File: config.mk
export PLATFORM = sky130hd
export DESIGN_NAME = gfx_map_top
export DESIGN_NICKNAME = d
export VERILOG_FILES = /design/src/verilog/gfx_map_pkg.sv /design/src/verilog/gfx_bank_decode.sv /design/src/verilog/gfx_bank_apply.sv /design/src/verilog/gfx_map_result.sv /design/src/verilog/gfx_map_top.sv
export VERILOG_INCLUDE_DIRS = /design/src /design/src/include
export SDC_FILE = /design/constraint.sdc
export NUM_CORES = 1
export LEC_CHECK = 0
export ABC_AREA = 1
export BUFFER_PORTS_ARGS = -buffer_cell sky130_fd_sc_hd__buf_4
export CORE_MARGIN = 5
export CORE_UTILIZATION = 40
export CTS_BUF_LIST = sky130_fd_sc_hd__clkbuf_8
export DETAILED_ROUTE_END_ITERATION = 7
export GPL_TIMING_DRIVEN = 1
export RECOVER_POWER = 100
export REMOVE_ABC_BUFFERS = 1
export SLEW_MARGIN = 20
export SYNTH_ARGS = -nofsm -noshare
export SYNTH_HDL_FRONTEND = slang
export SYNTH_SLANG_ARGS = --single-unit
export TNS_END_PERCENT = 30
File: constraint.sdc
create_clock -name clk -period 2.08 [get_ports clk]
set_input_delay 0.208 -clock clk [delete_from_list [all_inputs] [get_ports clk]]
set_output_delay 0.208 -clock clk [all_outputs]
set_load 0.02 [all_outputs]
File: src/include/gfx_map_cfg.svh
/* widths and bank count for the graphics ROM address mapper
   included by the package and every stage that sizes a port */
`ifndef GFX_MAP_CFG_SVH
`define GFX_MAP_CFG_SVH

// tile code from the layer fetch unit
`define GFX_CODE_W 16

// tile row inside the code, lowest address bits
`define GFX_ROW_W 4

// ROM word address out to the memory side
`define GFX_ROM_AW 20

`define GFX_BANKS 4     // one chip select each

`define GFX_MISS_W 8    // saturating unmapped access count

`endif

File: src/verilog/gfx_map_pkg.sv
/* shared types of the graphics ROM mapper pipeline
   referenced by scoped name from each stage and the top level */
`include "gfx_map_cfg.svh"

package gfx_map_pkg;

    // layer number carried with each fetch request
    typedef enum logic [2:0] {
        layer_obj  = 3'd0,  // objects
        layer_scr1 = 3'd1,
        layer_scr2 = 3'd2,
        layer_scr3 = 3'd3,
        layer_star = 3'd4   // 5 to 7 unused
    } layer_e;

    // board bank decode type, static per game
    typedef enum logic [1:0] {
        map_flat  = 2'd0,   // everything but stars in bank 0
        map_split = 2'd1,
        map_quad  = 2'd2,
        map_range = 2'd3
    } mapper_e;

    // request from the layer fetch unit
    typedef struct packed {
        layer_e                  layer;
        logic [`GFX_CODE_W-1:0]  code;
        logic [`GFX_ROW_W-1:0]   row;
    } gfx_req_t;

    // one-hot bank select, all zero when unmapped
    typedef logic [`GFX_BANKS-1:0] bank_sel_t;

    // decode to execute payload
    typedef struct packed {
        gfx_req_t   req;
        bank_sel_t  bank;
    } gfx_dec_t;

    // execute to result payload
    typedef struct packed {
        logic [`GFX_ROM_AW-1:0]  addr;
        bank_sel_t               cs;
    } gfx_addr_t;

endpackage

File: src/verilog/gfx_bank_decode.sv
/* first mapper stage, finds the ROM bank of a tile fetch
   from the board mapper type, the layer and the top code bits */
`timescale 1ns/1ps
`include "gfx_map_cfg.svh"

module gfx_bank_decode (
    input  logic                   clk,
    input  logic                   rst,
    input  logic                   req,
    input  gfx_map_pkg::gfx_req_t  req_data,
    input  gfx_map_pkg::mapper_e   mapper,
    output logic                   dec_valid,
    output gfx_map_pkg::gfx_dec_t  dec
);

    localparam gfx_map_pkg::bank_sel_t bank_none = '0;
    localparam gfx_map_pkg::bank_sel_t bank_0    = gfx_map_pkg::bank_sel_t'(1);
    localparam gfx_map_pkg::bank_sel_t bank_1    = gfx_map_pkg::bank_sel_t'(2);
    localparam gfx_map_pkg::bank_sel_t bank_2    = gfx_map_pkg::bank_sel_t'(4);
    localparam gfx_map_pkg::bank_sel_t bank_3    = gfx_map_pkg::bank_sel_t'(8);

    logic [2:0]              top;        // code bits 15 to 13
    logic                    code_hi;    // code bit 15
    logic                    star_low;   // code bits 15 and 14 clear
    gfx_map_pkg::bank_sel_t  bank_nxt;

    assign top      = req_data.code[`GFX_CODE_W-1 -: 3];
    assign code_hi  = req_data.code[`GFX_CODE_W-1];
    assign star_low = req_data.code[`GFX_CODE_W-1 -: 2] == 2'b00;

    // stands in for the per-game PAL equations
    always_comb begin
        bank_nxt = bank_none;
        case (mapper)
            gfx_map_pkg::map_flat: begin
                case (req_data.layer)
                    gfx_map_pkg::layer_obj,
                    gfx_map_pkg::layer_scr1,
                    gfx_map_pkg::layer_scr2,
                    gfx_map_pkg::layer_scr3: bank_nxt = bank_0;
                    default:                 bank_nxt = bank_none; // stars too
                endcase
            end
            gfx_map_pkg::map_split: begin
                case (req_data.layer)
                    gfx_map_pkg::layer_obj:  bank_nxt = code_hi ? bank_1 : bank_0;
                    gfx_map_pkg::layer_scr1,
                    gfx_map_pkg::layer_scr2,
                    gfx_map_pkg::layer_scr3: bank_nxt = bank_1;
                    gfx_map_pkg::layer_star: bank_nxt = bank_2;
                    default:                 bank_nxt = bank_none;
                endcase
            end
            gfx_map_pkg::map_quad: begin
                case (req_data.layer)
                    gfx_map_pkg::layer_obj,
                    gfx_map_pkg::layer_scr1,
                    gfx_map_pkg::layer_scr2,
                    gfx_map_pkg::layer_scr3: begin
                        // bank number equals layer number
                        bank_nxt = bank_0 << req_data.layer[1:0];
                    end
                    gfx_map_pkg::layer_star: bank_nxt = star_low ? bank_3 : bank_none;
                    default:                 bank_nxt = bank_none;
                endcase
            end
            gfx_map_pkg::map_range: begin
                case (req_data.layer)
                    gfx_map_pkg::layer_obj: begin
                        if (top < 3'd3) begin
                            bank_nxt = bank_0;
                        end else if (top <= 3'd5) begin
                            bank_nxt = bank_1;
                        end else begin
                            bank_nxt = bank_none;   // top 6 and 7 left open
                        end
                    end
                    gfx_map_pkg::layer_scr1: bank_nxt = bank_2;
                    gfx_map_pkg::layer_scr2,
                    gfx_map_pkg::layer_scr3: bank_nxt = bank_3;
                    default:                 bank_nxt = bank_none;
                endcase
            end
            default: bank_nxt = bank_none;
        endcase
    end

    always_ff @(posedge clk or posedge rst) begin
        if (rst) begin
            dec_valid <= 1'b0;
        end else begin
            dec_valid <= req;
        end
    end

    // payload only moves with a request
    always_ff @(posedge clk) begin
        if (req) begin
            dec.req  <= req_data;
            dec.bank <= bank_nxt;
        end
    end

endmodule

File: src/verilog/gfx_bank_apply.sv
/* second mapper stage, applies the bank offset and mask
   to the top code nibble and forms the ROM word address */
`timescale 1ns/1ps
`include "gfx_map_cfg.svh"

module gfx_bank_apply (
    input  logic                      clk,
    input  logic                      rst,
    input  logic                      dec_valid,
    input  gfx_map_pkg::gfx_dec_t     dec,
    input  logic [4*`GFX_BANKS-1:0]   bank_offset,
    input  logic [4*`GFX_BANKS-1:0]   bank_mask,
    output logic                      app_valid,
    output gfx_map_pkg::gfx_addr_t    app
);

    logic [3:0]              offset;
    logic [3:0]              mask;
    logic [3:0]              nib;       // remapped code nibble
    logic [`GFX_ROM_AW-1:0]  addr_nxt;

    // nibble n of each config word belongs to bank n
    always_comb begin
        offset = 4'h0;
        mask   = 4'hf;     // unmapped passes the code through
        for (int n = 0; n < `GFX_BANKS; n++) begin
            if (dec.bank == gfx_map_pkg::bank_sel_t'(1 << n)) begin
                offset = bank_offset[4*n +: 4];
                mask   = bank_mask[4*n +: 4];
            end
        end
    end

    assign nib      = (dec.req.code[`GFX_CODE_W-1 -: 4] & mask) | offset;
    assign addr_nxt = {nib, dec.req.code[`GFX_CODE_W-5:0], dec.req.row};

    always_ff @(posedge clk or posedge rst) begin
        if (rst) begin
            app_valid <= 1'b0;
        end else begin
            app_valid <= dec_valid;
        end
    end

    always_ff @(posedge clk) begin
        if (dec_valid) begin
            app.addr <= addr_nxt;
            app.cs   <= dec.bank;   // chip select follows the bank
        end
    end

endmodule

File: src/verilog/gfx_map_result.sv
/* last mapper stage, drives the ROM address, chip selects and miss flag
   and keeps a saturating count of unmapped fetches for the host */
`timescale 1ns/1ps
`include "gfx_map_cfg.svh"

module gfx_map_result (
    input  logic                      clk,
    input  logic                      rst,
    input  logic                      app_valid,
    input  gfx_map_pkg::gfx_addr_t    app,
    output logic                      rom_ok,
    output logic                      rom_miss,
    output logic [`GFX_ROM_AW-1:0]    rom_addr,
    output gfx_map_pkg::bank_sel_t    rom_cs,
    output logic [`GFX_MISS_W-1:0]    miss_count
);

    logic miss_nxt;

    assign miss_nxt = app.cs == '0;   // no bank hit

    always_ff @(posedge clk or posedge rst) begin
        if (rst) begin
            rom_ok   <= 1'b0;
            rom_miss <= 1'b0;
            rom_cs   <= '0;
        end else begin
            rom_ok <= app_valid;
            if (app_valid) begin
                rom_miss <= miss_nxt;
                rom_cs   <= app.cs;  // all zero on a miss, every ROM off
            end
        end
    end

    always_ff @(posedge clk) begin
        if (app_valid) begin
            rom_addr <= app.addr;
        end
    end

    // stops at all ones
    always_ff @(posedge clk or posedge rst) begin
        if (rst) begin
            miss_count <= '0;
        end else if (rom_ok && rom_miss && miss_count != '1) begin
            miss_count <= miss_count + 1'b1;
        end
    end

endmodule

File: src/verilog/gfx_map_top.sv
/* graphics ROM address mapper, layer fetch request in and ROM address out
   three registered stages so a result appears 3 cycles after each req */
`timescale 1ns/1ps
`include "gfx_map_cfg.svh"

module gfx_map_top (
    input  logic                      clk,
    input  logic                      rst,
    input  logic                      req,
    input  gfx_map_pkg::gfx_req_t     req_data,
    input  gfx_map_pkg::mapper_e      mapper,
    input  logic [4*`GFX_BANKS-1:0]   bank_offset,
    input  logic [4*`GFX_BANKS-1:0]   bank_mask,
    output logic                      rom_ok,
    output logic [`GFX_ROM_AW-1:0]    rom_addr,
    output gfx_map_pkg::bank_sel_t    rom_cs,
    output logic                      rom_miss,
    output logic [`GFX_MISS_W-1:0]    miss_count
);

    logic                    dec_valid;
    gfx_map_pkg::gfx_dec_t   dec;
    logic                    app_valid;
    gfx_map_pkg::gfx_addr_t  app;

    gfx_bank_decode u_decode (
        .clk       (clk),
        .rst       (rst),
        .req       (req),
        .req_data  (req_data),
        .mapper    (mapper),
        .dec_valid (dec_valid),
        .dec       (dec)
    );

    gfx_bank_apply u_apply (
        .clk         (clk),
        .rst         (rst),
        .dec_valid   (dec_valid),
        .dec         (dec),
        .bank_offset (bank_offset),
        .bank_mask   (bank_mask),
        .app_valid   (app_valid),
        .app         (app)
    );

    gfx_map_result u_result (
        .clk        (clk),
        .rst        (rst),
        .app_valid  (app_valid),
        .app        (app),
        .rom_ok     (rom_ok),
        .rom_miss   (rom_miss),
        .rom_addr   (rom_addr),
        .rom_cs     (rom_cs),
        .miss_count (miss_count)
    );

endmodule

======== Word level (Yosys, flattened, before mapping) ========
Cells that the tools add are included.
word-level totals
  input bits .............................. 60
  bits in registers ....................... 84
operators by class
  multiplexer cells ....................... 17
  reduce and logical (&&, ||, !) cells .... 9
  eq/ne operators ......................... 12
  bitwise gates (word level) .............. 2
  add/subtract/negate cells ............... 1
  shift operators ......................... 1
  order comparisons ....................... 2
operators with widths
  kind                                                        number
  2-to-1 mux 4 bit                                            10
  case mux 4 bit (3 select lines)                             2
  case mux 4 bit (4 select lines)                             1
  adder 8 x 1 -> 8 bit, second input constant                 1
  != test 8 bit, second input constant                        1
  case mux 4 bit (2 select lines)                             1
  == test 3 x 2 -> 1 bit, second input constant               2
  bitwise AND 4 bit                                           1
  == test 2 bit, second input constant                        2
  == test 4 x 1 -> 1 bit, second input constant               1
  == test 4 x 2 -> 1 bit, second input constant               1
  == test 4 x 3 -> 1 bit, second input constant               1
  == test 4 bit, second input constant                        1
  logical NOT 2 bit                                           2
  logical NOT 4 bit                                           1
  2-to-1 mux 2 bit                                            2
  bitwise OR 4 bit                                            1
  OR reduction 4 bit                                          1
  << shifter 1 x 2 -> 4 bit, first input constant             1
  == test 3 x 1 -> 1 bit, second input constant               1
  == test 3 bit, second input constant                        1
  less-or-equal comparator 3 bit, second input constant       1
  logical NOT 3 bit                                           1
  less-than comparator 3 x 2 -> 1 bit, second input constant  1
  5 further kinds                                             6

======== Logic depth before layout (Yosys ltp) ========
  depth after elaboration ................. 7
  gate-level depth with buffers ........... 9
  gate-level depth less buffers ........... 9

======== Hierarchy ========
From an unflattened synthesis, not the netlist that was laid out.
second synthesis, totals
  cells, all modules ...................... 286
  area, all modules ....................... 3483.3 sq um
modules (own cells, without submodules)
  module           cells an instance  instances  area each (sq um)
  gfx_map_result   111                1          1311.3
  gfx_bank_apply   105                1          1154.9
  gfx_bank_decode  70                 1          1017.2

======== Worst setup path after synthesis ========
Ideal clock, no wire load.
  path type ............................... reg2reg
  start ................................... register u_result.miss_count[0]
  end ..................................... register u_result.miss_count[6]
  library setup time ...................... 0.117 ns
  setup slack ............................. 0.698 ns
  stages on the path, launching flop included .. 10
  path buffers ............................ 0
  arrival time ............................ 1.265 ns
  data required time ...................... 1.963 ns
  cell sequence ........................... dfrtp_1 ha_1 inv_1 nor2_2 nand2_1 nand2_4 inv_2 nand2_1 nand2_1 nand2_1
on the way
  word-level cells in the longest chain between the ends .. 2
  elaborated cells between the ends (all ways) .. 3
  those cells by class .................... 1 x add/sub; 1 x eq/ne; 1 x reduce/logical
RTL lines
  what                                                                          line                  source
  from (decl)                                                                   gfx_map_result.sv:15  output logic [`GFX_MISS_W-1:0] miss_count
  from (signal assigned)                                                        gfx_map_result.sv:47  miss_count <= miss_count + 1'b1;
  parallel branches: the longest is 2 deep, another holds adder 8 x 1 -> 8 bit  n/a
Several ways; the timed one is not identified.
A chain may end at the register's enable or synchronous reset.

======== Worst setup path after layout ========
  start ................................... register u_decode.dec[0] (netlist name)
  end ..................................... register u_apply.app[22] (netlist name)
on the way
  word-level cells in the longest chain between the ends .. 7
  elaborated cells between the ends (all ways) .. 14
  those cells by class .................... 4 x eq/ne; 8 x mux; 2 x bitwise
RTL lines
  what                           line                  source
  == test 4 x 1 -> 1 bit         gfx_bank_apply.sv:27  if (dec.bank == gfx_map_pkg::bank_sel_t'(1 << n)) begin
  2-to-1 mux 4 bit (4 in a row)  gfx_bank_apply.sv:27
  bitwise AND 4 bit              gfx_bank_apply.sv:34  assign nib = (dec.req.code[`GFX_CODE_W-1 -: 4] & mask) | offset;
  bitwise OR 4 bit (*)           gfx_bank_apply.sv:34
  net u_apply.nib[2]             gfx_bank_apply.sv:19  logic [3:0] nib;
Mark *: on every way through the listed nets, which the timed path passes. The rest lies on a longest branch.

==> impl_metrics.xml <==
<?xml version="1.0" encoding="UTF-8"?>
<metrics>
  <group name="status">
    <metric name="status" unit="">finished, final reports clean</metric>
  </group>
  <group name="global_route">
    <metric name="maximum_number_of_pins_on_one_net_before_global_route_repair" unit="">26</metric>
    <metric name="antenna_found_initial" unit="">0</metric>
    <metric name="grt_pass1_vias" unit="">2194</metric>
    <metric name="grtUsageTotal" unit="%">13.1</metric>
    <metric name="gr-total-overflow" unit="">0</metric>
    <metric name="global_route_wire_length_before_repair" unit="um">10200</metric>
  </group>
  <group name="die">
    <metric name="floorplan.die.height" unit="um">101</metric>
    <metric name="start_util" unit="%">40.5</metric>
    <metric name="fp-row-count" unit="">33</metric>
    <metric name="pin_count" unit="">94</metric>
    <metric name="die_w" unit="um">101</metric>
    <metric name="design.die.area" unit="sq um">10100</metric>
    <metric name="core_region_area" unit="sq um">8130</metric>
  </group>
  <group name="finish">
    <metric name="num-nets-final" unit="">432</metric>
    <metric name="regArea" unit="sq um">2440</metric>
    <metric name="layout_area_overhead" unit="%">26.9</metric>
    <metric name="drive_above_1_share" unit="%">21.0</metric>
    <metric name="antenna_cells_inserted" unit="">0</metric>
    <metric name="fillCellCount" unit="">766</metric>
    <metric name="multi_input_comb_area" unit="sq um">709</metric>
  </group>
  <group name="synth">
    <metric name="netlist_top_cells_area" unit="">edfxtp_1 (62%), dfrtp_1 (12%), nand2_1 (6.2%), nand3_1 (4.7%), inv_1 (3.0%)</metric>
    <metric name="yosysTopAreaCellShare" unit="%">62.0</metric>
    <metric name="async_flop_share" unit="%">19.0</metric>
    <metric name="syn_area_per_cell" unit="sq um">12.5</metric>
    <metric name="ys_ff_latch" unit="">84</metric>
    <metric name="seq_area_frac_synth" unit="%">74.2</metric>
    <metric name="synth.lib_cells_used.distinct" unit="">22</metric>
    <metric name="yosys.area.top_type" unit="">edfxtp_1</metric>
    <metric name="synth.cell_area" unit="sq um">3290</metric>
    <metric name="synth.yosys.warnings" unit="">0</metric>
    <metric name="ys.flop_type" unit="">edfxtp_1</metric>
    <metric name="number_of_enable_type_register_cells_in_the_synthesized_netlist" unit="">68</metric>
    <metric name="post_synth_inst_count" unit="">264</metric>
  </group>
  <group name="clock_tree">
    <metric name="cts_sinks" unit="">84</metric>
    <metric name="cts_repair_resize_count" unit="">0</metric>
    <metric name="tritoncts" unit="">done</metric>
    <metric name="ctsHtreeMaxLevel" unit="">3</metric>
    <metric name="library_cell_used_as_clock_root_buffer" unit="">clkbuf_8</metric>
    <metric name="cts_max_path_buffers" unit="">2</metric>
    <metric name="clock_latency" unit="ns">0.34</metric>
    <metric name="clkTransAtPathRegs" unit="ns">0.08</metric>
    <metric name="cts_made_buffers" unit="">9</metric>
  </group>
  <group name="drt">
    <metric name="wl" unit="um">6340</metric>
    <metric name="routed-via-count" unit="">2193</metric>
    <metric name="route.detailed.wl_per_inst" unit="um">13.2</metric>
    <metric name="ant_nets" unit="">0</metric>
    <metric name="remaining_drc_errors" unit="">0</metric>
    <metric name="via_cell_ratio" unit="">4.56</metric>
    <metric name="drt_iter0_drc" unit="">111</metric>
    <metric name="drt-pass1-iter-count" unit="">4</metric>
  </group>
  <group name="timing">
    <metric name="worst_pin_slew" unit="ns">1.31</metric>
    <metric name="timing.slew.headroom" unit="%">12.4</metric>
    <metric name="fin_crit_sh" unit="%">81.2</metric>
    <metric name="finalSetupViolations" unit="">0</metric>
    <metric name="skew" unit="ns">0.00984</metric>
    <metric name="hold-worst-slack" unit="ns">0.0583</metric>
    <metric name="fmaxAchievable" unit="MHz">592</metric>
    <metric name="report.final.hold_viol_count" unit="">0</metric>
    <metric name="rsz0062_at_grt" unit="">no</metric>
    <metric name="timing.setup.tns" unit="ns">0</metric>
    <metric name="layout_min_cycle_time" unit="ns">1.69</metric>
    <metric name="slew_viol_final" unit="">0</metric>
  </group>
  <group name="setup_path">
    <metric name="setup.reg_to_reg.worst_slack" unit="ns">0.39</metric>
    <metric name="crit-reg2reg-launch" unit="">u_decode.dec[0]$_DFFE_PP_</metric>
    <metric name="cp-end-kind" unit="">flip-flop</metric>
    <metric name="critPathRequiredTime" unit="ns">2.18</metric>
    <metric name="reg2regPathDepth" unit="">6</metric>
    <metric name="maximum_fanout_along_the_worst_path" unit="">6</metric>
    <metric name="timing.setup.critical_path_class" unit="">flip-flop to flip-flop</metric>
    <metric name="timing.critical_path.arrival" unit="ns">1.79</metric>
    <metric name="worst_setup_path_start_kind" unit="">flip-flop</metric>
    <metric name="regToRegEndpoint" unit="">u_apply.app[22]$_DFFE_PP_</metric>
  </group>
  <group name="power">
    <metric name="pwr_density_cell" unit="nW/um^2">864</metric>
    <metric name="leakagePower" unit="uW">0.00178</metric>
    <metric name="peakVddDrop" unit="mV">0.471</metric>
  </group>
  <group name="placement">
    <metric name="gp_routability_congestion" unit="">0.888</metric>
    <metric name="dp.final_hpwl" unit="um">4810</metric>
    <metric name="place.port_buffers" unit="">93</metric>
  </group>
  <group name="hold_path">
    <metric name="worstHoldPathType" unit="">primary input to flip-flop</metric>
    <metric name="holdCritStartpoint" unit="">req_data[3]</metric>
    <metric name="timing.hold.worst_endpoint" unit="">u_decode.dec[7]$_DFFE_PP_</metric>
    <metric name="worstHoldPathCells" unit="">1</metric>
  </group>
  <group name="run">
    <metric name="max_capacitance_violation_total" unit="">0</metric>
  </group>
</metrics>
==> synthesized netlist by cell type (4+ instances only) <==
master    number
nor2_4         4
edfxtp_1      68
inv_2          4
dfrtp_1       16
nor3_1         5
nand2_1       54
nand4_1        7
inv_1         26
nor2_1        25
nand3_1       31
or2_1          4
o21ai_0        5
==> routing by layer <==
| metal | track usage (%) | routed length [um] | part of all wire, % | vias to the layer above |
|---|---|---|---|---|
| li1 | - | - | - | 1114 |
| met1 | 15.1 | 2490 | 39 | 1016 |
| met4 | 4.04 | 62 | 0.98 | 0 |
| met3 | 4.57 | 366 | 5.8 | 5 |
| met2 | 22.8 | 3430 | 54 | 58 |
| met5 | 0 | 0 | 0 | - |
==> worst max path at each step <==
stage / start / endpoint / slack (ns) / depth (start not counted)
2_1_floorplan: u_result.miss_count[0]$_DFFE_PP0P_ / u_result.miss_count[6]$_DFFE_PP0P_ / 0.70 / 9
3_3_place_gp: u_decode.dec[0]$_DFFE_PP_ / u_apply.app[22]$_DFFE_PP_ / 0.65 / 6
3_5_place_dp: u_decode.dec[0]$_DFFE_PP_ / u_apply.app[22]$_DFFE_PP_ / 0.59 / 6
4_1_cts: u_decode.dec[0]$_DFFE_PP_ / u_apply.app[22]$_DFFE_PP_ / 0.58 / 6
5_1_grt: u_decode.dec[0]$_DFFE_PP_ / u_apply.app[23]$_DFFE_PP_ / 0.23 / 6
6_report: u_decode.dec[0]$_DFFE_PP_ / u_apply.app[22]$_DFFE_PP_ / 0.39 / 6
==> placed cells by master, fill, tap and decap left out, types with 7 or more instances in the layout <==
cell	n
edfxtp_1	68
buf_4	35
nor2_1	27
nand2_1	55
dfrtp_1	16
nand4_1	7
clkbuf_8	10
clkbuf_1	42
nand3_1	31
clkbuf_4	19
inv_1	27
==> layout make-up <==
type | instances | area share [%]
well taps | 105 | 3.14
flip-flops and latches | 84 | 58.4
clock buffers | 10 | 3.29
repair buffers | 97 | 13.7
multi-input cells | 149 | 17.0
clock inverters | 6 | 1.74
inverters | 30 | 2.69
==> state kept, by name, summed over array words and instances, names as in the netlist <==
register / flops
u_result.rom_addr: 20
u_result.rom_ok: 1
u_apply.app_valid: 1
u_result.miss_count: 8
u_result.rom_cs: 4
u_apply.app: 24
u_decode.dec_valid: 1
u_result.rom_miss: 1
u_decode.dec: 24
==> critical path, stage by stage (launching register included) <==
cell      delay, ns
edfxtp_1       0.49
nor2_1         0.36
nand3_1        0.24
nor2_1         0.20
nor2_2         0.06
nand3_1        0.06
nand2_1        0.04
==> per-stage QoR <==
step                      cell area (sq um)  power, uW  util [%]  setup WS, ns  std cells
after global placement                 4130       2530      50.8         0.654        464
after CTS                              4350       3730      53.5         0.575        481
final                                  4180       3610      51.4         0.391        481
after global routing                   4180       3780      51.4         0.230        481
after detailed placement               4130       2530      50.8         0.590        464
after floorplan                        3280       2290         -         0.698        263
==> logic make-up (layout without fill, tap and decap cells) <==
logic type	count (synthesis)	after routing	synth area share (%)
XOR/XNOR	3	3	0.798
flip-flops	84	84	74.2
adder cells (fa/ha/maj)	1	1	0.380
buffers and inverters	31	143	3.76
AO/OA/AOI/OAI	7	7	1.18
AND/OR/NAND/NOR	138	138	19.7
==> where the power goes <==
part / internal, uW / switching, uW
sequential: 1980 / 80.0
combinational: 143 / 228
clock: 600 / 576
total: 2720 / 884
==> repair_timing <==
action,CTS,global route
hold buffers,1,0
setup buffers,0,0
endpoints found under the setup margin,0,0
hold endpoints to repair,16,0
No activity file was read; power rests on OpenSTA's default activity.
